===== config.mk =====
export PLATFORM = sky130hd
export DESIGN_NAME = pibus_mem_slave
export DESIGN_NICKNAME = d
export VERILOG_FILES = /design/src/logic/pibus_pkg.sv /design/src/logic/pibus_mem_slave.sv
export SDC_FILE = /design/constraint.sdc
export NUM_CORES = 2
export LEC_CHECK = 0
export BUFFER_PORTS_ARGS = -buffer_cell sky130_fd_sc_hd__buf_2
export CAP_MARGIN = 20
export CORE_MARGIN = 8
export CORE_UTILIZATION = 44
export DETAILED_ROUTE_END_ITERATION = 10
export PLACE_DENSITY = 0.66
export SLEW_MARGIN = 20
export SYNTH_ARGS = -nofsm -noshare
export SYNTH_HDL_FRONTEND = slang
export SYNTH_SLANG_ARGS = --single-unit

===== constraint.sdc =====
create_clock -name clk -period 3.85 [get_ports clk]
set_clock_uncertainty 0.2 [all_clocks]
set_input_delay 0.77 -clock clk [delete_from_list [all_inputs] [get_ports clk]]
set_output_delay 0.77 -clock clk [all_outputs]
set_load 0.005 [all_outputs]

===== src/logic/pibus_pkg.sv =====
/* PI-bus shared definitions: bus widths, acknowledge, opcode and state
   encodings, plus the host command and result records */
package pibus_pkg;

   localparam int addr_w         = 30; // word address
   localparam int data_w         = 32;
   localparam int queue_depth    = 4;
   localparam int timeout_cycles = 16; // stalled data cycles before TOUT
   localparam int mem_words      = 64;

   // ERR and RTR have distinct codes
   typedef enum logic [2:0] {
      ACK_IDLE = 3'b000,
      ACK_RDY  = 3'b001,
      ACK_WAT  = 3'b010,
      ACK_RTR  = 3'b011,
      ACK_ERR  = 3'b100
   } ack_e;

   typedef enum logic [3:0] {
      OPC_WORD = 4'b0000,
      OPC_HALF = 4'b0001
   } opc_e;

   typedef enum logic [2:0] {
      MST_IDLE,
      MST_REQ,
      MST_ADDR,
      MST_ADDR_DATA,
      MST_DATA,
      MST_RTRCT
   } mst_state_e;

   // top two address bits
   typedef enum logic [1:0] {
      REG_FAST    = 2'b00,
      REG_WAIT    = 2'b01,
      REG_RETRACT = 2'b10,
      REG_FAULT   = 2'b11
   } region_e;

   typedef enum logic {
      STAT_OK    = 1'b0,
      STAT_ABORT = 1'b1
   } stat_e;

   typedef struct packed {
      logic              read;
      logic              lock;
      opc_e              size;
      logic [addr_w-1:0] addr;
   } xfer_cmd_t;

   typedef struct packed {
      logic [addr_w-1:0] addr;
      opc_e              opc;
      logic              read;
      logic              lock;
   } bus_addr_t;

   typedef struct packed {
      stat_e             status;
      logic [data_w-1:0] rdata;
   } xfer_result_t;

endpackage


===== src/logic/pibus_mem_slave.sv =====
/* PI-bus memory slave; the address region picks ready, wait, retract,
   error or hang behaviour */
`timescale 1ns/100ps

module pibus_mem_slave (
   input  logic                         clk,
   input  logic                         rst_n,
   input  pibus_pkg::bus_addr_t         bus,
   input  logic [pibus_pkg::data_w-1:0] DOUT,
   input  logic                         phase_valid,
   output pibus_pkg::ack_e              ACK,
   output logic [pibus_pkg::data_w-1:0] DIN
);
   import pibus_pkg::*;

   logic [data_w-1:0]            mem [mem_words];
   logic [$clog2(mem_words)-1:0] idx;
   logic [addr_w-1:0]            ph_addr;
   region_e                      ph_region;
   logic                         ph_read;
   logic                         ph_half;
   logic                         ph_live;   // phase awaiting its final ack
   logic                         wait_done;
   logic                         rtr_flag;  // first attempt already retracted

   assign idx = ph_addr[$clog2(mem_words)-1:0];
   assign DIN = mem[idx];

   always_comb
   begin
      ACK = ACK_IDLE;
      if (ph_live)
      begin
         case (ph_region)
            REG_FAST:    ACK = ACK_RDY;
            REG_WAIT:    ACK = wait_done ? ACK_RDY : ACK_WAT;
            REG_RETRACT: ACK = rtr_flag ? ACK_RDY : ACK_RTR;
            REG_FAULT:   ACK = ph_addr[27] ? ACK_WAT : ACK_ERR; // bit 27 set hangs
            default:     ACK = ACK_IDLE;
         endcase
      end
   end

   always_ff @(posedge clk or negedge rst_n)
   begin
      if (!rst_n)
      begin
         ph_live   <= 1'b0;
         wait_done <= 1'b0;
         rtr_flag  <= 1'b0;
      end
      else
      begin
         if (phase_valid)
         begin
            ph_live   <= 1'b1;
            wait_done <= 1'b0;
         end
         else if ((ACK == ACK_RDY) || (ACK == ACK_ERR) || (ACK == ACK_RTR))
            ph_live <= 1'b0;
         else if (ACK == ACK_WAT)
            wait_done <= 1'b1;

         if (ACK == ACK_RTR)
            rtr_flag <= 1'b1;
         else if ((ACK == ACK_RDY) && (ph_region == REG_RETRACT))
            rtr_flag <= 1'b0; // replay went through
      end
   end

   always_ff @(posedge clk)
   begin
      if (phase_valid)
      begin
         ph_addr   <= bus.addr;
         ph_region <= region_e'(bus.addr[addr_w-1 -: 2]);
         ph_read   <= bus.read;
         ph_half   <= (bus.opc == OPC_HALF);
      end
   end

   always_ff @(posedge clk or negedge rst_n)
   begin
      if (!rst_n)
         mem <= '{default: '0};
      else if ((ACK == ACK_RDY) && !ph_read)
      begin
         if (ph_half)
            mem[idx][15:0] <= DOUT[15:0];
         else
            mem[idx] <= DOUT;
      end
   end

   // a new address phase only lands on a finishing or abandoned hung phase
   a_phase_overlap: assert property (@(posedge clk) disable iff (!rst_n)
      (phase_valid && ph_live) |-> ((ACK == ACK_RDY) || (ph_region == REG_FAULT)));

endmodule


==> metrics <==
H-tree levels=4; Min Clock Period, post-route=4.72 ns; FMAX=0.212 GHz; switching part of the total=26.4%; critical path arrival=3.75 ns; DRT iter0 DRCs=6,491; switching pwr=13,900 uW; met3 usage=5.68%; detailed placement HPWL=198 mm; RSZ-0062 raised after global routing=yes; status=finished with violations; Pint=38,600 uW; Power Total=52,500 uW; Routed Antenna Nets=0; worst slack at placement=-0.323 ns; row count=169; DRT Pass-1 Iters=6; total track usage=26.6%; number of max-cap violations=0; core box area=0.212 mm2; synthesized area per cell=13.6 um2; Mapped Cells=6,896; clock group share of total power=39.6%; Max FO, Critical Path=6; LEAKAGE=0.0494 uW; RePlAce Congestion=0.878; largest net degree at the start of global routing=119; via/cell ratio=6.34; M1 GR Usage=35.8%; die width=479 um; post-synthesis sequential area ratio=54.9%; final core utilization=53.0%; crit path launch type=register; Port Buffers=83; CTS tree=yes; post-synth top area cell=dfrtp_1; top_reg_cell synth=dfrtp_1; maximum root-to-sink buffer count=3; Slew Limit Headroom=23.1%; count of final hold-check violations=0; vias in the first global route=67,500; top post-synthesis cells by area=dfrtp_1 55%, mux2_2 25%, a221oi_1 3.5%, a22oi_1 2.2%, mux2i_1 1.7%; Synth top area share=54.5%; Syn-to-layout area delta=19.5%; Setup crit end kind=output pin; # IOs=106; final setup violation count=32; Setup TNS=-24.58 ns; post-route setup slack=-0.866 ns; synthesized cell area=0.0941 mm2; Clock Latency Late Sink=0.87 ns; Comb pwr share=14.3%; Vias=65,200; clock sinks=2,062; number of synthesized flops with an enable pin=11; #FFs+latches synth=2,062; drt drc=0; initial antenna violation count=14; Netlist cell types=65; fin crit share=122%; CTS Buf Count=211; failing checks=setup timing; Sequential Power Share=46.1%; Syn Nets=6,967; Initial Util=44.3%; most common cell after layout, fill and taps aside=mux2_2; met2 Use GR=41.3%; global-route layer with the greatest usage=met2; total die area=0.229 mm2; share of cells above drive strength 1=50.1%; minimum hold slack=0.211 ns; clock root buffer=clkbuf_16; critical path type=reg -> out; VDD IR-drop max=0.000479 V; YS warnings=0; most frequent cells in the layout=2,100 x mux2_2, 2,051 x dfrtp_1, 538 x buf_4, 283 x a221oi_1, 231 x a22oi_1; Avg WL per Cell=30.6 um; first-pass GRT wire length=462 mm; FFs w/ async S/R, synth=99.5%; final wirelength=314 mm; final slew viol count=0; CTS clk-pin slew, worst paths=0.06 ns; Nets=7,349; Die H=479 um; worst path required time=2.88 ns; Worst Tran Pin Value=1.15 ns; Power Dens Cells=467 mW/mm2; Hold Crit Class=in -> reg; total gr overflow=0
==> per-layer routing <==
layer / vias to the layer above / wire length [um]
met5: - / 27
met4: 4 / 16200
met3: 774 / 26500
met2: 2862 / 142000
met1: 34800 / 129000
li1: 26800 / -
==> metrics by stage <==
| stage | std cells | cell area, um2 |
|---|---|---|
| after floorplan | 6896 | 94100 |
| final | 10300 | 112000 |
| after global routing | 10300 | 112000 |
| after global placement | 9761 | 102000 |
| after detailed placement | 9761 | 102000 |
| after CTS | 10300 | 111000 |
==> final timing paths <==
path	startpoint	end	slack (ns)	depth (start not counted)
setup / recovery	ph_addr[1]	DIN[15]	-0.87	12
hold / removal	phase_valid	wait_done	0.21	2
setup reg to reg	ph_addr[0]	register	0.10	10
hold reg to reg	rtr_flag	rtr_flag	0.28	1
max in group asynchronous	rst_n	mem[1212]	1.93	3
min in group asynchronous	rst_n	mem[784]	0.34	2
==> kinds of logic (layout without fill, tap and decap cells) <==
family                 count (synthesis)  in the layout  synth area share [%]
multiplexers                        2317           2317                  28.0
flip-flops                          2062           2062                  54.9
AO/OA/AOI/OAI                       1247           1247                  9.90
buffers and inverters                722           1280                  3.51
AND/OR/NAND/NOR                      547            550                  3.74
XOR/XNOR                               1              1               0.00931
other                                  0             11                     0
==> final cells by class <==
class | count | area (um2)
clock inverters | 74 | 782
diodes | 11 | 27.5
multi-input cells | 4115 | 40900
fillers | 17400 | 99800
repair buffers | 884 | 9370
inverters | 4 | 26.3
clock buffers | 318 | 6210
well taps | 2821 | 3530
flip-flops and latches | 2062 | 51700
==> Yosys cell counts (17+ instances only) <==
library cell	instances
clkbuf_1	373
buf_2	189
nand2_2	27
a22o_1	36
a221oi_1	374
buf_1	71
or4_1	18
nor4_4	55
mux4_2	38
a221o_1	22
o221ai_1	61
nor2_1	171
mux2i_1	161
o211ai_1	25
dfrtp_1	2051
buf_4	76
o21ai_0	119
nor3_1	30
a22oi_1	280
nand4_1	19
a21oi_1	134
nand2_1	141
mux2_2	2101
mux2_1	17
o22ai_1	104
==> worst max-delay path, cell delays in order, from the launching register on <==
cell	delay (ns)
edfxtp_1	0.47
buf_6	0.18
buf_16	0.13
and2_4	0.20
buf_12	0.16
buf_16	0.16
a221oi_2	0.29
nor2_1	0.07
o21ai_1	0.16
o211ai_1	0.15
buf_4	0.19
or4_4	0.56
buf_6	0.14
==> repair_timing <==
item | 4_1_cts | 5_1_grt
setup buffers | 80 | 13
gates resized for setup | 316 | 184
setup endpoints to repair | 32 | 37
endpoints found under the hold margin | 49 | 0
pin swaps | 111 | 75
hold buffers | 13 | 0
gates cloned | 20 | 6
==> power groups by stage <==
stage	combinational, uW	sequential, uW	clock [uW]
final	7520	24200	20800
after global routing	7890	24400	21900
after CTS	7230	24200	21000
after detailed placement	6640	24500	0
after global placement	6490	24400	0
after floorplan	3720	24300	0
Power figures use the tool's default switching activity.
