`src/logic/pibus_pkg.sv`:
```
/* PI-bus shared definitions: bus widths, acknowledge, opcode and state
   encodings, plus the host command and result records */
package pibus_pkg;

   localparam int addr_w         = 30; // word address
   localparam int data_w         = 32;
   localparam int queue_depth    = 4;
   localparam int timeout_cycles = 16; // stalled data cycles before TOUT
   localparam int mem_words      = 64;

   // ERR and RTR have distinct codes
   typedef enum logic [2:0] {
      ACK_IDLE = 3'b000,
      ACK_RDY  = 3'b001,
      ACK_WAT  = 3'b010,
      ACK_RTR  = 3'b011,
      ACK_ERR  = 3'b100
   } ack_e;

   typedef enum logic [3:0] {
      OPC_WORD = 4'b0000,
      OPC_HALF = 4'b0001
   } opc_e;

   typedef enum logic [2:0] {
      MST_IDLE,
      MST_REQ,
      MST_ADDR,
      MST_ADDR_DATA,
      MST_DATA,
      MST_RTRCT
   } mst_state_e;

   // top two address bits
   typedef enum logic [1:0] {
      REG_FAST    = 2'b00,
      REG_WAIT    = 2'b01,
      REG_RETRACT = 2'b10,
      REG_FAULT   = 2'b11
   } region_e;

   typedef enum logic {
      STAT_OK    = 1'b0,
      STAT_ABORT = 1'b1
   } stat_e;

   typedef struct packed {
      logic              read;
      logic              lock;
      opc_e              size;
      logic [addr_w-1:0] addr;
   } xfer_cmd_t;

   typedef struct packed {
      logic [addr_w-1:0] addr;
      opc_e              opc;
      logic              read;
      logic              lock;
   } bus_addr_t;

   typedef struct packed {
      stat_e             status;
      logic [data_w-1:0] rdata;
   } xfer_result_t;

endpackage

```
`src/logic/pibus_arbiter.sv`:
```
/* single-master bus arbiter with data-phase stall timeout */
`timescale 1ns/100ps

module pibus_arbiter (
   input  logic            clk,
   input  logic            rst_n,
   input  logic            REQ,
   input  logic            bus_active,
   input  pibus_pkg::ack_e ACK,
   output logic            GNT,
   output logic            TOUT
);
   import pibus_pkg::*;

   logic [$clog2(timeout_cycles)-1:0] stall_cnt;
   logic                              stalled;

   // no final acknowledge yet
   assign stalled = bus_active && ((ACK == ACK_WAT) || (ACK == ACK_IDLE));

   always_ff @(posedge clk or negedge rst_n)
   begin
      if (!rst_n)
         GNT <= 1'b0;
      else
         GNT <= REQ || (GNT && bus_active); // kept through the open data phase
   end

   always_ff @(posedge clk or negedge rst_n)
   begin
      if (!rst_n)
      begin
         stall_cnt <= '0;
         TOUT      <= 1'b0;
      end
      else if (!stalled)
      begin
         stall_cnt <= '0;
         TOUT      <= 1'b0;
      end
      else if (int'(stall_cnt) == timeout_cycles - 1)
      begin
         stall_cnt <= '0;
         TOUT      <= 1'b1; // single pulse for the master abort
      end
      else
      begin
         stall_cnt <= stall_cnt + 1'b1;
         TOUT      <= 1'b0;
      end
   end

endmodule

```
`config.mk`:
```
export PLATFORM = sky130hd
export DESIGN_NAME = pibus_arbiter
export DESIGN_NICKNAME = d
export VERILOG_FILES = /design/src/logic/pibus_pkg.sv /design/src/logic/pibus_arbiter.sv
export SDC_FILE = /design/constraint.sdc
export NUM_CORES = 1
export LEC_CHECK = 0
export BUFFER_PORTS_ARGS = -buffer_cell sky130_fd_sc_hd__buf_2
export CORE_AREA = 5 5 42 44
export CTS_CLUSTER_DIAMETER = 30
export DETAILED_ROUTE_END_ITERATION = 10
export DIE_AREA = 0 0 47 49
export RECOVER_POWER = 50
export SYNTH_ARGS = -nofsm -noshare
export SYNTH_HDL_FRONTEND = slang
export SYNTH_SLANG_ARGS = --single-unit
```
`constraint.sdc`:
```
create_clock -name clk -period 2 [get_ports clk]
set_clock_uncertainty 0.05 [all_clocks]
set_input_delay 0.3 -clock clk [delete_from_list [all_inputs] [get_ports clk]]
set_output_delay 0.3 -clock clk [all_outputs]
set_load 0.05 [all_outputs]
```
==> results.md <==
CTS:
- The clock transition at the register clock pins on the worst setup and hold paths after CTS is 40 ps.
- In this run the clock root is driven by a sky130_fd_sc_hd__clkbuf_4.
- Gates resized during post-CTS repair numbered 0.
- TritonCTS built the clock tree.
- The number of buffers created by CTS is 3.
- The number of setup buffers added after CTS is 0.
- The maximum number of buffers from clock root to sink is 2.
- In this run the number of H-tree levels came out at 1.
- The clock sink count is 6.
- The hold buffer count at CTS is 1.
- Clock latency on the worst-skew pair, taken at its later pin, is 240 ps.

Global route:
- The fraction of met2 tracks used by global routing is under 10%.
- The maximum number of pins on one net before global-route repair is 7.
- For this run, the total global-route usage over all layers was measured as 4.89%.
- The via count of the first global-routing pass is 151.
- In the global route stage, met3 resource usage came out at 5.54%.
- The total congestion overflow after global routing is 0.
- For this run, global-route usage on met1 was measured as 5.16%.
- The first-pass GRT wire length is 683 um.
- The initial antenna violation count is 0.
- The most heavily used metal layer in global routing is met3.

Pwr:
- The peak ir drop on the vdd network is 0.408 mV.
- Summed over all cells, the static leakage comes to ~0.16 nW.
- Power comes to 0.255 mW.
- The power per unit of standard cell area is 751 nW/um^2.

Critical path:
- In this run the critical register-to-register path is captured at stall_cnt[3].
- The data arrival time at the worst-slack endpoint is 1320 ps.
- The critical path is of the register to register type.
- Traced cell by cell, the critical path runs through ha_1 -> a21o_1 -> a311oi_2.
- The sort of element at the end of the critical path is a register.
- The worst setup path is launched from a register.
- The peak fanout along the critical path is 4.
- The sum of buffers and inverters on the critical path is 0.
- The kind of cell adding the most delay to the critical path is compound AO/OA/AOI/OAI gates.
- The slowest stage of the critical path is the sky130_fd_sc_hd__dfrtp_1 cell.
- STA puts the critical path data required time at 2100 ps.
- On the worst path, the slowest cell contributes a delay of 410 ps.
- The start of the worst register-to-register path is stall_cnt[0].
- The depth of the worst register-to-register path is 3.
- The slack of the worst reg-to-reg path is 780 ps.

Yosys:
- After synthesis, the largest family of logic cells by area is simple AND/OR/NAND/NOR gates.
- The synthesized netlist devotes ~15% of its cell area to compound gates.
- The share of cell area taken by muxes after synthesis is 0%.
- The mean instance size in the synthesized netlist is 13.3 um^2.
- The adder-cell area share of the yosys netlist is 4.95%.
- The xor and xnor area share after synthesis is 3.47%.
- The count of yosys warnings during synthesis is 0.
- By area the synthesized netlist is led by sky130_fd_sc_hd__dfrtp_1 (59%), sky130_fd_sc_hd__a311oi_2 (5.9%), sky130_fd_sc_hd__ha_1 (5.0%).
- The cell area that synthesis handed to floorplanning was 253 um^2.
- Sequential cells were found to cover approximately three fifths of the synthesized design area.
- The area share of the largest cell type after synthesis is 59.4%.
- The area share of and/or/nand/nor cells after synthesis is 15.8%.
- The number of nets in the synthesized netlist is 27.
- After technology mapping, the gate count stands at 19.
- The biggest area contributor in the post-synthesis netlist is sky130_fd_sc_hd__dfrtp_1.
- The number of distinct standard cells referenced by the synthesized netlist is 12.
- After synthesis the netlist holds a flip-flop and latch count of 6.

STA:
- Static timing analysis puts the maximum clock frequency at 822 MHz.
- For the pin with the worst max-slew slack, the measured transition is 328 ps.
- The worst setup margin is 784 ps.
- The final critical path takes up 60.8% of the cycle.
- The total count of hold-check failures in the final report is 0.
- The final period demand of the worst path is 1220 ps.
- The final setup TNS is 0 ps.
- The final setup violation count is 0.
- The worst slew slack as a fraction of its limit is 78.1%.
- The max-slew violation total from the final report is 0.
- Setup repair after global routing left no endpoint under its margin.

Drt:
- The first-pass iteration count of the detailed router is 2.
- For this block, the initial DRC count from the detailed router was 4.
- The post-detailed-routing wire length is 469 um.
- The DRC violation count after routing is 0.
- The per-cell via count in the routed design is 3.91.
- The via count is 180.
- Dividing the detail-routed wire length by the instance count gives around 10 um.
- The number of routed nets with antenna violations is 0.

Cells and area:
- The count of antenna diodes in the layout is 0.
- The post-route netlist has 43.3% of its cells at a drive strength greater than 1.
- The post-synthesis to final-layout area growth is 34.2%.
- The number of nets at the end of the flow is 40.
- The post-route standard cell area excluding fillers is 339 um^2.

Worst hold path:
- The worst hold path terminates at GNT.
- The worst min-delay path class is input pin to register.
- Counting instances, the worst hold path has a depth of 2.
- The startpoint identified for the worst hold timing path is REQ.

Die:
- The floorplan has 14 rows.
- Once the floorplan was initialized, standard cells occupied around 18% of the core.
- In this run the standard cell core region covers approximately 1400 um^2.
- The horizontal die dimension is 47 um.
- Measured along the y axis, the die boundary spans 49 um.
- The die covers 2300 um^2.
- 9 I/O pins were placed.

Placed design:
- The number of buffers added on ports is 7.
- At the end of routability-driven placement, the weighted congestion stood at 0.755.
- The setup slack after placement is 783 ps.
- The cell area after placement is 308 um^2.

Outcome:
- The flow ran to the end, and the final reports show no timing, DRC or antenna violations.

Flow run:
- The max-capacitance violation count is 0.
==> cell type report <==
type / count / area [um^2]
repair buffers: 8 / 43.8
multi-input cells: 12 / 98.8
well taps: 16 / 20.0
fillers: 153 / 1060
flip-flops and latches: 6 / 150
clock buffers: 3 / 22.5
inverters: 1 / 3.75
==> kinds of logic after synthesis <==
| family | count (synthesis) |
|---|---|
| adders and majority gates | 1 |
| AOI/OAI and AO/OA | 4 |
| DFF | 6 |
| buffers and inverters | 1 |
| xor gates and xnor gates | 1 |
| and+or+nand+nor | 6 |
==> layout by cell type (no fill, tap or decap) <==
cell type / instances
sky130_fd_sc_hd__dfrtp_1: 6
sky130_fd_sc_hd__buf_2: 6
sky130_fd_sc_hd__nor2_1: 3
sky130_fd_sc_hd__clkbuf_4: 3
sky130_fd_sc_hd__or3b_4: 1
sky130_fd_sc_hd__xnor2_1: 1
sky130_fd_sc_hd__inv_1: 1
sky130_fd_sc_hd__nand3_1: 1
sky130_fd_sc_hd__nor3b_2: 1
sky130_fd_sc_hd__a21o_2: 1
sky130_fd_sc_hd__a21o_1: 1
sky130_fd_sc_hd__a31oi_1: 1
sky130_fd_sc_hd__a311oi_2: 1
sky130_fd_sc_hd__ha_1: 1
sky130_fd_sc_hd__dlygate4sd3_1: 1
sky130_fd_sc_hd__clkbuf_1: 1
==> sequential cells by signal (all words and copies together), names as in the netlist <==
register   cells
TOUT           1
stall_cnt      4
GNT            1
==> metrics by stage <==
step                std cells  hold WS, ps  util (%)
detailed placement         42         79.5      22.0
global placement           42         78.3      22.0
CTS                        46          179      24.3
finish                     46          197      24.2
floorplan                  19        -45.6         -
global route               46          180      24.2
==> worst register-to-register path, stage by stage, from the launching register on <==
cell and delay (ps):
sky130_fd_sc_hd__dfrtp_1 410, sky130_fd_sc_hd__ha_1 250, sky130_fd_sc_hd__a21o_1 170, sky130_fd_sc_hd__a311oi_2 250
==> synthesized netlist by cell type (all sizes together) <==
cell type / instances
a311oi: 1
dfrtp: 6
a21o: 2
inv: 1
xnor2: 1
or3b: 1
nor3b: 1
nand3: 1
nor2: 3
a31oi: 1
ha: 1
==> worst max path at each step <==
stage	startpoint	end	cells past startpoint
2_1_floorplan	stall_cnt[0]	stall_cnt[3]	3
3_3_place_gp	stall_cnt[0]	stall_cnt[3]	3
3_5_place_dp	stall_cnt[0]	stall_cnt[3]	3
4_1_cts	stall_cnt[0]	stall_cnt[3]	3
5_1_grt	GNT	GNT	1
6_report	stall_cnt[0]	stall_cnt[3]	3
==> per-layer routing <==
| metal | up-vias | part of all wire (%) |
|---|---|---|
| li1 | 91 | - |
| met1 | 82 | 42 |
| met2 | 5 | 48 |
| met3 | 2 | 7.9 |
| met4 | 0 | 1.9 |
| met5 | - | 0 |
==> report_power, final <==
part	total (mW)	switching, mW	internal, mW	leakage, nW
clock network	0.108	0.0399	0.0676	0.0138
logic	0.0209	0.0120	0.00884	0.0700
registers	0.126	0.00189	0.124	0.0801
Note: power is estimated with default switching activity, not from simulation.
