==> config.mk <==
export PLATFORM = sky130hd
export DESIGN_NAME = pibus_master
export DESIGN_NICKNAME = d
export VERILOG_FILES = /design/src/logic/pibus_pkg.sv /design/src/logic/pibus_master.sv
export SDC_FILE = /design/constraint.sdc
export NUM_CORES = 1
export LEC_CHECK = 0
export BUFFER_PORTS_ARGS = -buffer_cell sky130_fd_sc_hd__buf_2
export CORE_MARGIN = 3
export CORE_UTILIZATION = 30
export DETAILED_ROUTE_END_ITERATION = 10
export PLACE_DENSITY = 0.6
export SLEW_MARGIN = 0
export SYNTH_ARGS = -nofsm -noshare
export SYNTH_HDL_FRONTEND = slang
export SYNTH_SLANG_ARGS = --single-unit
export TNS_END_PERCENT = 50
==> constraint.sdc <==
create_clock -name clk -period 3.27 [get_ports clk]
set_clock_uncertainty 0.1 [all_clocks]
set_input_delay 0.327 -clock clk [delete_from_list [all_inputs] [get_ports clk]]
set_output_delay 0.327 -clock clk [all_outputs]
set_load 0.02 [all_outputs]
==> src/logic/pibus_pkg.sv <==
/* PI-bus shared definitions: bus widths, acknowledge, opcode and state
   encodings, plus the host command and result records */
package pibus_pkg;

   localparam int addr_w         = 30; // word address
   localparam int data_w         = 32;
   localparam int queue_depth    = 4;
   localparam int timeout_cycles = 16; // stalled data cycles before TOUT
   localparam int mem_words      = 64;

   // ERR and RTR have distinct codes
   typedef enum logic [2:0] {
      ACK_IDLE = 3'b000,
      ACK_RDY  = 3'b001,
      ACK_WAT  = 3'b010,
      ACK_RTR  = 3'b011,
      ACK_ERR  = 3'b100
   } ack_e;

   typedef enum logic [3:0] {
      OPC_WORD = 4'b0000,
      OPC_HALF = 4'b0001
   } opc_e;

   typedef enum logic [2:0] {
      MST_IDLE,
      MST_REQ,
      MST_ADDR,
      MST_ADDR_DATA,
      MST_DATA,
      MST_RTRCT
   } mst_state_e;

   // top two address bits
   typedef enum logic [1:0] {
      REG_FAST    = 2'b00,
      REG_WAIT    = 2'b01,
      REG_RETRACT = 2'b10,
      REG_FAULT   = 2'b11
   } region_e;

   typedef enum logic {
      STAT_OK    = 1'b0,
      STAT_ABORT = 1'b1
   } stat_e;

   typedef struct packed {
      logic              read;
      logic              lock;
      opc_e              size;
      logic [addr_w-1:0] addr;
   } xfer_cmd_t;

   typedef struct packed {
      logic [addr_w-1:0] addr;
      opc_e              opc;
      logic              read;
      logic              lock;
   } bus_addr_t;

   typedef struct packed {
      stat_e             status;
      logic [data_w-1:0] rdata;
   } xfer_result_t;

endpackage

==> src/logic/pibus_master.sv <==
/* PI-bus master: runs queued commands through request, address and data
   phases with locked overlap, retract replay and abort on ERR or timeout */
`timescale 1ns/100ps

module pibus_master (
   input  logic                         clk,
   input  logic                         rst_n,
   input  logic                         cmd_pending,
   input  pibus_pkg::xfer_cmd_t         head,
   output logic                         cmd_take,
   output logic                         REQ,
   input  logic                         GNT,
   input  logic                         TOUT,
   input  pibus_pkg::ack_e              ACK,
   input  logic [pibus_pkg::data_w-1:0] DIN,
   output pibus_pkg::bus_addr_t         bus,
   output logic [pibus_pkg::data_w-1:0] DOUT,
   output logic                         phase_valid,
   output logic                         bus_active,
   output logic                         result_valid,
   output pibus_pkg::xfer_result_t      result
);
   import pibus_pkg::*;

   mst_state_e state;
   xfer_cmd_t  held;    // in-flight command for replay
   xfer_cmd_t  ph_cmd;
   logic       replay;
   logic       in_data;
   logic       abort;

   assign in_data    = (state == MST_DATA) || (state == MST_ADDR_DATA);
   assign bus_active = in_data;
   assign abort      = in_data && ((ACK == ACK_ERR) || TOUT);
   assign ph_cmd     = replay ? held : head;

   // overlapped take only once the current data phase completes
   assign cmd_take = ((state == MST_ADDR) && !replay) ||
                     ((state == MST_ADDR_DATA) && cmd_pending && (ACK == ACK_RDY) && !TOUT);
   assign phase_valid = (state == MST_ADDR) || cmd_take;

   // early request while the last data phase drains
   assign REQ = (state == MST_REQ) || ((state == MST_DATA) && cmd_pending);

   assign DOUT = {2{held.addr[15:0]}}; // write pattern

   always_comb
   begin
      bus = '0;
      if (phase_valid)
      begin
         bus.addr = ph_cmd.addr;
         bus.opc  = ph_cmd.size;
         bus.read = ph_cmd.read;
         bus.lock = ph_cmd.lock;
      end
   end

   always_ff @(posedge clk or negedge rst_n)
   begin
      if (!rst_n)
      begin
         state        <= MST_IDLE;
         replay       <= 1'b0;
         result_valid <= 1'b0;
      end
      else
      begin
         result_valid <= 1'b0;
         case (state)
            MST_IDLE:
               if (cmd_pending)
                  state <= MST_REQ;
            MST_REQ:
               if (GNT)
                  state <= MST_ADDR;
            MST_ADDR:
            begin
               replay <= 1'b0;
               state  <= ph_cmd.lock ? MST_ADDR_DATA : MST_DATA;
            end
            MST_DATA, MST_ADDR_DATA:
            begin
               if (abort)
               begin
                  result_valid <= 1'b1;
                  state        <= MST_IDLE;
               end
               else if (ACK == ACK_RTR)
               begin
                  replay <= 1'b1; // same command again
                  state  <= MST_RTRCT;
               end
               else if (ACK == ACK_RDY)
               begin
                  result_valid <= 1'b1;
                  if (cmd_take)
                     state <= head.lock ? MST_ADDR_DATA : MST_DATA;
                  else if (cmd_pending)
                     state <= MST_REQ;
                  else
                     state <= MST_IDLE;
               end
            end
            MST_RTRCT:
               if (!GNT)
                  state <= MST_REQ; // arbitrate again once the bus is released
            default:
               state <= MST_IDLE;
         endcase
      end
   end

   always_ff @(posedge clk)
   begin
      if (cmd_take)
         held <= head;
      if (abort)
         result <= '{status: STAT_ABORT, rdata: '0};
      else if (in_data && (ACK == ACK_RDY))
         result <= '{status: STAT_OK, rdata: (held.read ? DIN : '0)};
   end

   // address phase only under grant
   a_addr_granted: assert property (@(posedge clk) disable iff (!rst_n)
      (state == MST_ADDR) |-> GNT);

endmodule

==> impl_metrics.csv, run 1 <==
group,metric,value,unit
power_and_ir_drop,p_comb_frac,0.380,
synthesis,ys_types,40,
power_and_ir_drop,p_clk_frac,0.251,
grt,grt_pass1_vias,2595,
setup_path,cp_data_arrival_time,2.53,ns
die,ios,182,
clocking,clk_path_buf_depth,2,
worst_hold_path,hold_path_end,"held[23]",
sta,finalSetupViolations,0,
synthesis,ys.warnings.count,0,
synthesis,yosysMostFrequentCell,"nor2_1",
route,dr_wl_met3,963,µm
setup_path,crit_path_frequent_cell,"nor2_1",
flow_run,cap_violations,0,
clocking,cts_tree,"built",
clocking,cts_max_level,3,
power_and_ir_drop,p_switching,1.53,mW
setup_path,r2r-end,"DOUT[10]",
route,route.detailed.drc,0,
die,die_w,112,µm
power_and_ir_drop,p_leak,2.07,nW
die,die_area,12600,µm²
synthesis,synth.top_cell.area_share,0.318,
synthesis,synth_edf_count,36,
route,top_layer,"met5",
power_and_ir_drop,seqPwrFrac,0.369,
run_status,outcome,"complete, no violations",
clocking,cts_setup_buffers,0,
sta,fin_crit,2.95,ns
clocking,clk_pin_slew,0.06,ns
grt,antenna_found_initial,1,
clocking,clk_latency,0.33,ns
worst_hold_path,hp-class,"in -> reg",
die,die_h,112,µm
sta,fin_crit_sh,0.903,
power_and_ir_drop,powerDensity,864,nW/µm²
worst_hold_path,min-delay-start,"head[23]",
grt,grt_first_pass_wirelength,12900,µm
worst_hold_path,hold_depth,1,
power_and_ir_drop,p_int,2.38,mW
grt,gr-total-overflow,0,
setup_path,crit_buf_inv,1,
route,ant_nets,0,
die,initial_utilization,0.311,
setup_path,critical-path-top-delay-family,"simple AND/OR/NAND/NOR gates",
sta,setup-tns-final,0,ns
setup_path,cp.required,2.84,ns
synthesis,synth_cells,294,
setup_path,crit_path_max_fanout,37,
layout,layout.nets,519,
power_and_ir_drop,ir_drop,0.267,mV
route,drt-pass1-iter-count,4,
synthesis,synthTopCellsByCount,"44 x nor2_1, 37 x mux2i_1, 36 x edfxtp_1",
route,vias,2733,
layout,n_fill_cell,1064,
setup_path,start_kind,"flip-flop",
route,wl_per_cell,13.9,µm
setup_path,crit_type,"reg -> out",
route,post_drt_via_cell_ratio,4.65,
setup_path,critical-path-max-stage-delay,0.62,ns
sta,final-hold-violation-count,0,
die,num_rows,38,
synthesis,synth.avg_cell_area,11.6,µm²
sta,max_slew.worst_pin.slew,0.926,ns
sta,rsz0062_at_grt,"no",
synthesis,synthTopCellsByArea,"edfxtp_1 32%, dfxtp_1 19%, mux2i_1 11%, a22o_1 8.3%, buf_4 7.1%",
placed_design,hpwlAfterDp,6170,µm
setup_path,worstSetupStartpoint,"state[2]",
setup_path,slowest_stage,"nor2_4",
setup_path,cp_cell_sequence,"and3b_2 -> nand3_1 -> nor2_1 -> nor2_4 -> nor2_1 -> buf_2",
layout,diodes,0,
synthesis,ys_ff_latch,74,
clocking,root_buffer,"clkbuf_16",
placed_design,gp_congestion,0.834,
synthesis,syn_nets,370,
setup_path,timing.rr.start,"state[0]",
synthesis,ys_seq_area_frac,0.550,
setup_path,r2r_cells,4,
setup_path,rrSetupSlack,1.06,ns
route,wl_met1,3600,µm
route,wl,8190,µm
clocking,cts_made_buffers,9,
grt,track_usage,0.128,
clocking,clock_sinks,74,
route,first_iter_violations,153,
sta,maxSlewHeadroom,0.383,
setup_path,crit_path_end_kind,"output port",
sta,drv_slew,0,
placed_design,io_buffers,181,
grt,grt_max_degree,38,
layout,syn2layout_area_growth,33.1,%
synthesis,yosysTopAreaCell,"edfxtp_1",
sta,max_freq,339,MHz
synthesis,synth_flop_cell,"edfxtp_1",
route,wl_met2,3450,µm
layout,fin_util,0.413,
synthesis,synth.cell_area,3400,µm²
synthesis,synthArstFlopShare,0.0676,
layout,drive_above_1_share,0.487,
die,core,10900,µm²
power_and_ir_drop,switching_share,0.391,
-- per-layer routing --
layer / track usage / vias to the layer above
met4: 0.0601 / 2
met1: 0.158 / 1219
met2: 0.199 / 165
met5: 0 / -
met3: 0.0464 / 14
li1: - / 1333
-- kinds of logic after synthesis --
family	after synthesis	share of synthesized area
compound gates	55	0.130
xor+xnor	1	0.00258
buf+inv	55	0.103
flops	74	0.550
mux	37	0.109
simple gates	72	0.105
-- worst reg2reg max path, cell delays in order, from the launching register on --
cell and delay [ns]:
dfrtp_1 0.57, and3b_2 0.31, nand3_1 0.19, o22ai_4 0.43, buf_4 0.31
-- final cells by class --
| type | count | area (µm²) | area share |
|---|---|---|---|
| tap | 140 | 175 | 0.0388 |
| inverter | 6 | 22.5 | 0.00498 |
| multi-input combinational | 165 | 1200 | 0.265 |
| sequential | 74 | 1870 | 0.413 |
| clock inverter | 7 | 75.1 | 0.0166 |
| clock buffer | 9 | 225 | 0.0498 |
| timing repair buffer | 187 | 953 | 0.211 |
-- timing repair --
item	CTS	global route
hold buffers	1	0
gates resized for setup	0	0
endpoints found under the hold margin	5	0
endpoints found under the setup margin	0	0
-- power groups by stage --
| stage | clock, mW | combinational [mW] | sequential, mW |
|---|---|---|---|
| after floorplan | 0 | 1.16 | 1.43 |
| after global placement | 0 | 1.50 | 1.45 |
| after detailed placement | 0 | 1.52 | 1.46 |
| after CTS | 1.01 | 1.52 | 1.44 |
| after global routing | 1.05 | 1.61 | 1.48 |
| final | 0.978 | 1.48 | 1.44 |
-- sequential cells by signal, summed over array words and instances (netlist names) --
name and flops:
held 20, result_valid 1, result 33, state 3, replay 1, DOUT 16
-- layout by cell type (no fill, tap or decap), drive strengths merged, types with 2 or more instances in the layout --
cell type / instances
mux2i: 37
o21ai: 3
inv: 10
buf: 186
nor2b: 2
nor3b: 2
nor2: 45
and3: 4
dfxtp: 33
nor3: 2
clkinv: 2
a21oi: 9
clkbuf: 9
dfrtp: 5
o22ai: 2
edfxtp: 36
a22o: 32
nand3: 2
nand2: 10
-- worst max path at each step --
stage,endpoint,depth (start not counted)
global placement,bus[32],6
CTS,bus[32],6
detailed placement,bus[32],6
floorplan,DOUT[0],3
global route,bus[32],6
finish,bus[32],6
-- metrics by stage --
step | setup WS, ns | area (µm²) | power (mW) | cells | hold WS, ns
CTS | 0.286 | 4520 | 3.97 | 588 | 0.0681
floorplan | 0.755 | 3400 | 2.59 | 294 | -0.0686
finish | 0.317 | 4520 | 3.90 | 588 | 0.0848
detailed placement | 0.655 | 4210 | 2.97 | 571 | 0.0530
global route | 0.115 | 4520 | 4.14 | 588 | 0.0771
global placement | 0.731 | 4210 | 2.95 | 571 | 0.0511
Power figures use the tool's default switching activity.
==> run 2: changes to the inputs <==
--- a/config.mk
+++ b/config.mk
@@ -9,7 +9,7 @@
 export CORE_MARGIN = 3
 export CORE_UTILIZATION = 30
 export DETAILED_ROUTE_END_ITERATION = 10
-export PLACE_DENSITY = 0.6
+export PLACE_DENSITY = 0.63
 export SLEW_MARGIN = 0
 export SYNTH_ARGS = -nofsm -noshare
 export SYNTH_HDL_FRONTEND = slang
==> run 2 against run 1 <==
Compared with the run above:
- sequential share of layout area unchanged
- cell count stayed put
- clock power is 0.6% lower
- die area is the same
- sequential power barely moved
- count of clock-buffer cells in the layout unchanged
- global-route usage fell by 0.23 points
- critical path depth is the same
- final area unchanged
- core utilization stayed put
- critical endpoint is now bus[3]
- largest cell class unchanged
- largest power group unchanged
==> impl_metrics.csv, run 2 (synthesis results as in run 1) <==
group,metric,value,unit
setup_path,crit_type,"reg -> out",
clocking,cts_made_buffers,9,
clocking,clk_latency,0.32,ns
power_and_ir_drop,ir_drop,0.340,mV
grt,grt_pass1_vias,2542,
clocking,clk_pin_slew,0.06,ns
placed_design,dp.cells,571,
setup_path,start_kind,"flip-flop",
route,first_iter_violations,181,
layout,syn2layout_area_growth,33.1,%
layout,finalNonFillerCells,588,
layout,fin_util,0.413,
route,dr_wl_met3,966,µm
die,ios,182,
sta,rsz0062_at_grt,"no",
setup_path,cp.required,2.84,ns
die,num_rows,38,
die,die_h,112,µm
sta,setup-tns-final,0,ns
route,wl_met2,3510,µm
clocking,cts_max_level,3,
layout,layout.nets,519,
layout,fin_area,4520,µm²
layout,final_cell_mix,"181 x buf_2, 44 x nor2_1, 37 x mux2i_1",
sta,fin_crit,2.92,ns
route,vias,2636,
flow_run,cap_violations,0,
grt,antenna_found_initial,0,
run_status,outcome,"complete, no violations",
clocking,root_buffer,"clkbuf_16",
sta,final-hold-violation-count,0,
layout,diodes,0,
power_and_ir_drop,p_total,3.91,mW
route,wl_met1,3520,µm
layout,multi_input_area,1200,µm²
die,die_w,112,µm
sta,drv_slew,0,
worst_hold_path,hp-class,"in -> reg",
power_and_ir_drop,p_leak,2.07,nW
route,ant_nets,0,
sta,max_slew.worst_pin.slew,1.13,ns
layout,n_fill_cell,1040,
layout,seq_area,1870,µm²
grt,grt_max_degree,38,
setup_path,cp_data_arrival_time,2.49,ns
clocking,cts_tree,"built",
grt,track_usage,0.125,
die,initial_utilization,0.311,
route,top_layer,"met4",
sta,max_freq,342,MHz
route,route.detailed.drc,0,
placed_design,gp_congestion,0.863,
die,die_area,12600,µm²
clocking,clock_sinks,74,
clocking,clk_path_buf_depth,2,
clocking,cts_setup_buffers,0,
setup_path,crit_path_end_kind,"output port",
placed_design,placed_cell_area,4210,µm²
layout,largest_register_ffs,33,
route,wl_per_cell,13.8,µm
route,wl,8110,µm
layout,final_common_cell,"buf_2",
power_and_ir_drop,powerDensity,865,nW/µm²
grt,gr-total-overflow,0,
grt,grt_first_pass_wirelength,12700,µm
sta,fin_crit_sh,0.893,
route,post_drt_via_cell_ratio,4.48,
route,drt-pass1-iter-count,4,
setup_path,crit_path_max_fanout,37,
die,core,10900,µm²
placed_design,io_buffers,181,
sta,maxSlewHeadroom,0.245,
clocking,ctsResizeCount,0,
layout,largest-register,"result",
layout,drive_above_1_share,0.487,
placed_design,hpwlAfterDp,6170,µm
sta,finalSetupViolations,0,
## run 2: cell count changes in the layout (fill, tap and decap cells not counted)
cell      change
clkinv_4      +1
inv_6         -1
## run 2: layout make-up
type	instances	area share
clock buffers	9	0.0498
clock inverters	7	0.0166
inverters	6	0.00498
multi-input cells	165	0.265
flip-flops and latches	74	0.413
well taps	140	0.0388
repair buffers	187	0.211
## run 2: path summary, 6_finish.rpt
| kind | start | endpoint | slack (ns) | depth (start not counted) |
|---|---|---|---|---|
| setup / recovery | state[2] | bus[3] | 0.35 | 6 |
| hold reg to reg | result[19] | result[19] | 0.38 | 1 |
| max in group asynchronous | rst_n | replay | 2.67 | 2 |
| setup reg to reg | state[0] | result[11] | 0.94 | 4 |
| min in group asynchronous | rst_n | state[0] | 0.25 | 2 |
| hold / removal | head[21] | held[21] | 0.09 | 1 |
## run 2: metal layers
metal  global-route usage  vias up
met2                0.201      159
li1                     -     1332
met3               0.0420       11
met1                0.158     1134
met4               0.0457        0
met5                    0        -
## run 2: where the power goes
| part | internal (mW) | leakage, nW | switching [mW] |
|---|---|---|---|
| combinational | 0.556 | 1.26 | 0.948 |
| sequential | 1.23 | 0.663 | 0.203 |
| clock | 0.596 | 0.148 | 0.376 |
| total | 2.38 | 2.07 | 1.53 |
## run 2: critical path, cell delays in order, from the launching register on
cell     delay (ns)
dfrtp_1        0.56
and3b_2        0.29
nand3_1        0.18
nor2_1         0.11
nor2_4         0.65
nor2_1         0.17
buf_2          0.21
## run 2: per-stage QoR
| step | worst slack, ns | hold slack [ns] |
|---|---|---|
| floorplan | 0.755 | -0.0686 |
| global placement | 0.738 | 0.0481 |
| detailed placement | 0.653 | 0.0555 |
| CTS | 0.285 | 0.0783 |
| global route | 0.0605 | 0.0808 |
| finish | 0.349 | 0.0911 |
## run 2: what timing repair did
item,in CTS,in global routing
setup endpoints to repair,0,0
hold buffers,1,0
hold endpoints to repair,5,0
==> run 3: changes to the inputs <==
--- a/config.mk
+++ b/config.mk
@@ -10,6 +10,7 @@
 export CORE_UTILIZATION = 30
 export DETAILED_ROUTE_END_ITERATION = 10
 export PLACE_DENSITY = 0.63
+export REMOVE_ABC_BUFFERS = 1
 export SLEW_MARGIN = 0
 export SYNTH_ARGS = -nofsm -noshare
 export SYNTH_HDL_FRONTEND = slang
==> run 3 against run 2 <==
Compared with the run above:
- non-clock buffer count up 1
- core utilization increased by 0.38 points
- count of clock-buffer cells in the layout grew 1
- clock power up 11%
- largest power group unchanged
- final area up 0.91%
- sequential cell count did not move
- worst hold slack worse by 0.0019 ns
- maximum frequency grew 3.8%
- cell count rose by 0.17%
- sequential power about the same
- critical path depth rose by 1
- die area unchanged
==> impl_metrics.csv, run 3 (synthesis results as in run 1) <==
group,metric,value,unit
layout,layout.nets,520,
layout,final_common_cell,"buf_2",
route,ant_nets,0,
setup_path,cp.required,2.84,ns
clocking,clk_latency,0.32,ns
setup_path,crit_path_frequent_cell,"nor2_1",
route,wl_per_cell,13.8,µm
die,die_area,12600,µm²
setup_path,r2r-end,"held[25]",
clocking,holdBufCountCts,1,
sta,maxSlewHeadroom,0.606,
sta,rsz0062_at_grt,"no",
setup_path,critical-path-max-stage-delay,0.56,ns
power_and_ir_drop,p_leak,2.09,nW
power_and_ir_drop,switching_share,0.381,
die,die_w,112,µm
layout,syn2layout_area_growth,34.3,%
clocking,clk_path_buf_depth,2,
power_and_ir_drop,seqPwrFrac,0.350,
sta,final-hold-violation-count,0,
sta,fin_crit_sh,0.861,
route,wl,8110,µm
worst_hold_path,min-delay-start,"head[21]",
worst_hold_path,hp-class,"in -> reg",
placed_design,hpwlAfterDp,6140,µm
worst_hold_path,hold_path_end,"held[21]",
placed_design,gp_congestion,0.854,
layout,fin_util,0.417,
clocking,ctsResizeCount,0,
clocking,cts_tree,"built",
route,post_drt_via_cell_ratio,4.53,
layout,largest-register,"result",
clocking,cts_made_buffers,9,
clocking,root_buffer,"clkbuf_16",
power_and_ir_drop,ir_drop,0.304,mV
power_and_ir_drop,powerDensity,879,nW/µm²
setup_path,crit_type,"reg -> out",
setup_path,crit_cells,7,
die,initial_utilization,0.311,
clocking,clk_pin_slew,0.06,ns
layout,final_cell_mix,"181 x buf_2, 44 x nor2_1, 37 x mux2i_1",
setup_path,crit_path_max_fanout,23,
setup_path,crit_path_end_kind,"output port",
sta,hold_ws,0.0891,ns
sta,max_slew.worst_pin.slew,0.591,ns
grt,grt_first_pass_wirelength,12700,µm
setup_path,cp_cell_sequence,"and3b_2 -> nand3_1 -> nor2_1 -> nor2_4 -> buf_4 -> nor2_1 -> buf_2",
setup_path,r2r_cells,4,
power_and_ir_drop,p_clk_frac,0.270,
power_and_ir_drop,p_int,2.48,mW
setup_path,start_kind,"flip-flop",
setup_path,slowest_stage,"dfrtp_1",
route,vias,2670,
die,die_h,112,µm
die,core,10900,µm²
layout,largest_register_ffs,33,
setup_path,cp_data_arrival_time,2.39,ns
sta,finalSetupViolations,0,
worst_hold_path,hold_depth,1,
grt,grt_pass1_vias,2523,
sta,setup-tns-final,0,ns
setup_path,rrSetupSlack,0.92,ns
sta,drv_slew,0,
grt,gr-total-overflow,0,
route,route.detailed.drc,0,
power_and_ir_drop,p_comb_frac,0.380,
setup_path,timing.rr.start,"state[0]",
grt,track_usage,0.123,
clocking,clock_sinks,74,
clocking,cts_setup_buffers,0,
layout,diodes,0,
placed_design,dpl_worst_slack,0.751,ns
grt,antenna_found_initial,0,
placed_design,io_buffers,181,
grt,grt_max_degree,34,
die,ios,182,
route,drt-pass1-iter-count,4,
sta,max_freq,355,MHz
sta,setup_ws,0.456,ns
clocking,cts_max_level,3,
sta,fin_crit,2.81,ns
layout,drive_above_1_share,0.490,
route,first_iter_violations,68,
die,num_rows,38,
setup_path,critical-path-top-delay-family,"simple AND/OR/NAND/NOR gates",
run_status,outcome,"complete, no violations",
power_and_ir_drop,p_total,4.01,mW
flow_run,cap_violations,0,
power_and_ir_drop,p_switching,1.53,mW
setup_path,crit_buf_inv,2,
## run 3: cell count changes in the layout (fill, tap and decap cells not counted), sizes merged
cell	before	now
buf	186	187
bufinv	1	2
clkinv	3	1
clkbuf	9	10
## run 3: stage by stage
stage	instances	instance area [µm²]
3_3_place_gp	572	4220
2_1_floorplan	245	3070
3_5_place_dp	572	4220
5_1_grt	589	4560
4_1_cts	589	4560
6_report	589	4560
## run 3: layout make-up
class / count / area, µm²
Fill cell: 1065 / 6380
Clock inverter: 6 / 95.1
Sequential cell: 74 / 1870
Tap cell: 140 / 175
Clock buffer: 10 / 239
Timing Repair Buffer: 188 / 961
Multi-Input combinational cell: 165 / 1200
Inverter: 6 / 22.5
## run 3: worst reg2reg max path, stage by stage, from the launching register on
cell and delay [ns]:
dfrtp_1 0.58, and3b_2 0.31, nand3_1 0.17, o22ai_4 0.50, buf_4 0.37
## run 3: power groups by stage
stage          Combinational (mW)  Clock [mW]  Sequential (mW)
6_report                     1.52        1.08             1.40
5_1_grt                      1.65        1.15             1.44
4_1_cts                      1.55        1.13             1.40
3_5_place_dp                 1.55           0             1.42
3_3_place_gp                 1.53           0             1.41
2_1_floorplan               0.765           0             1.65
## run 3: how the worst max path moves through the flow
stage | from | endpoint | slack, ns
after floorplan | replay | DOUT[0] | -0.54
after global placement | state[2] | bus[0] | 0.83
after detailed placement | state[2] | bus[0] | 0.75
after CTS | state[2] | bus[0] | 0.39
after global routing | state[2] | bus[0] | 0.24
final | state[2] | bus[0] | 0.46
## run 3: per-layer routing
metal | part of all wire | wire (µm) | GRT usage
met3 | 0.10 | 835 | 0.0469
met5 | 0 | 0 | 0
met2 | 0.46 | 3760 | 0.199
met4 | 0.0042 | 34 | 0.0264
met1 | 0.43 | 3480 | 0.158
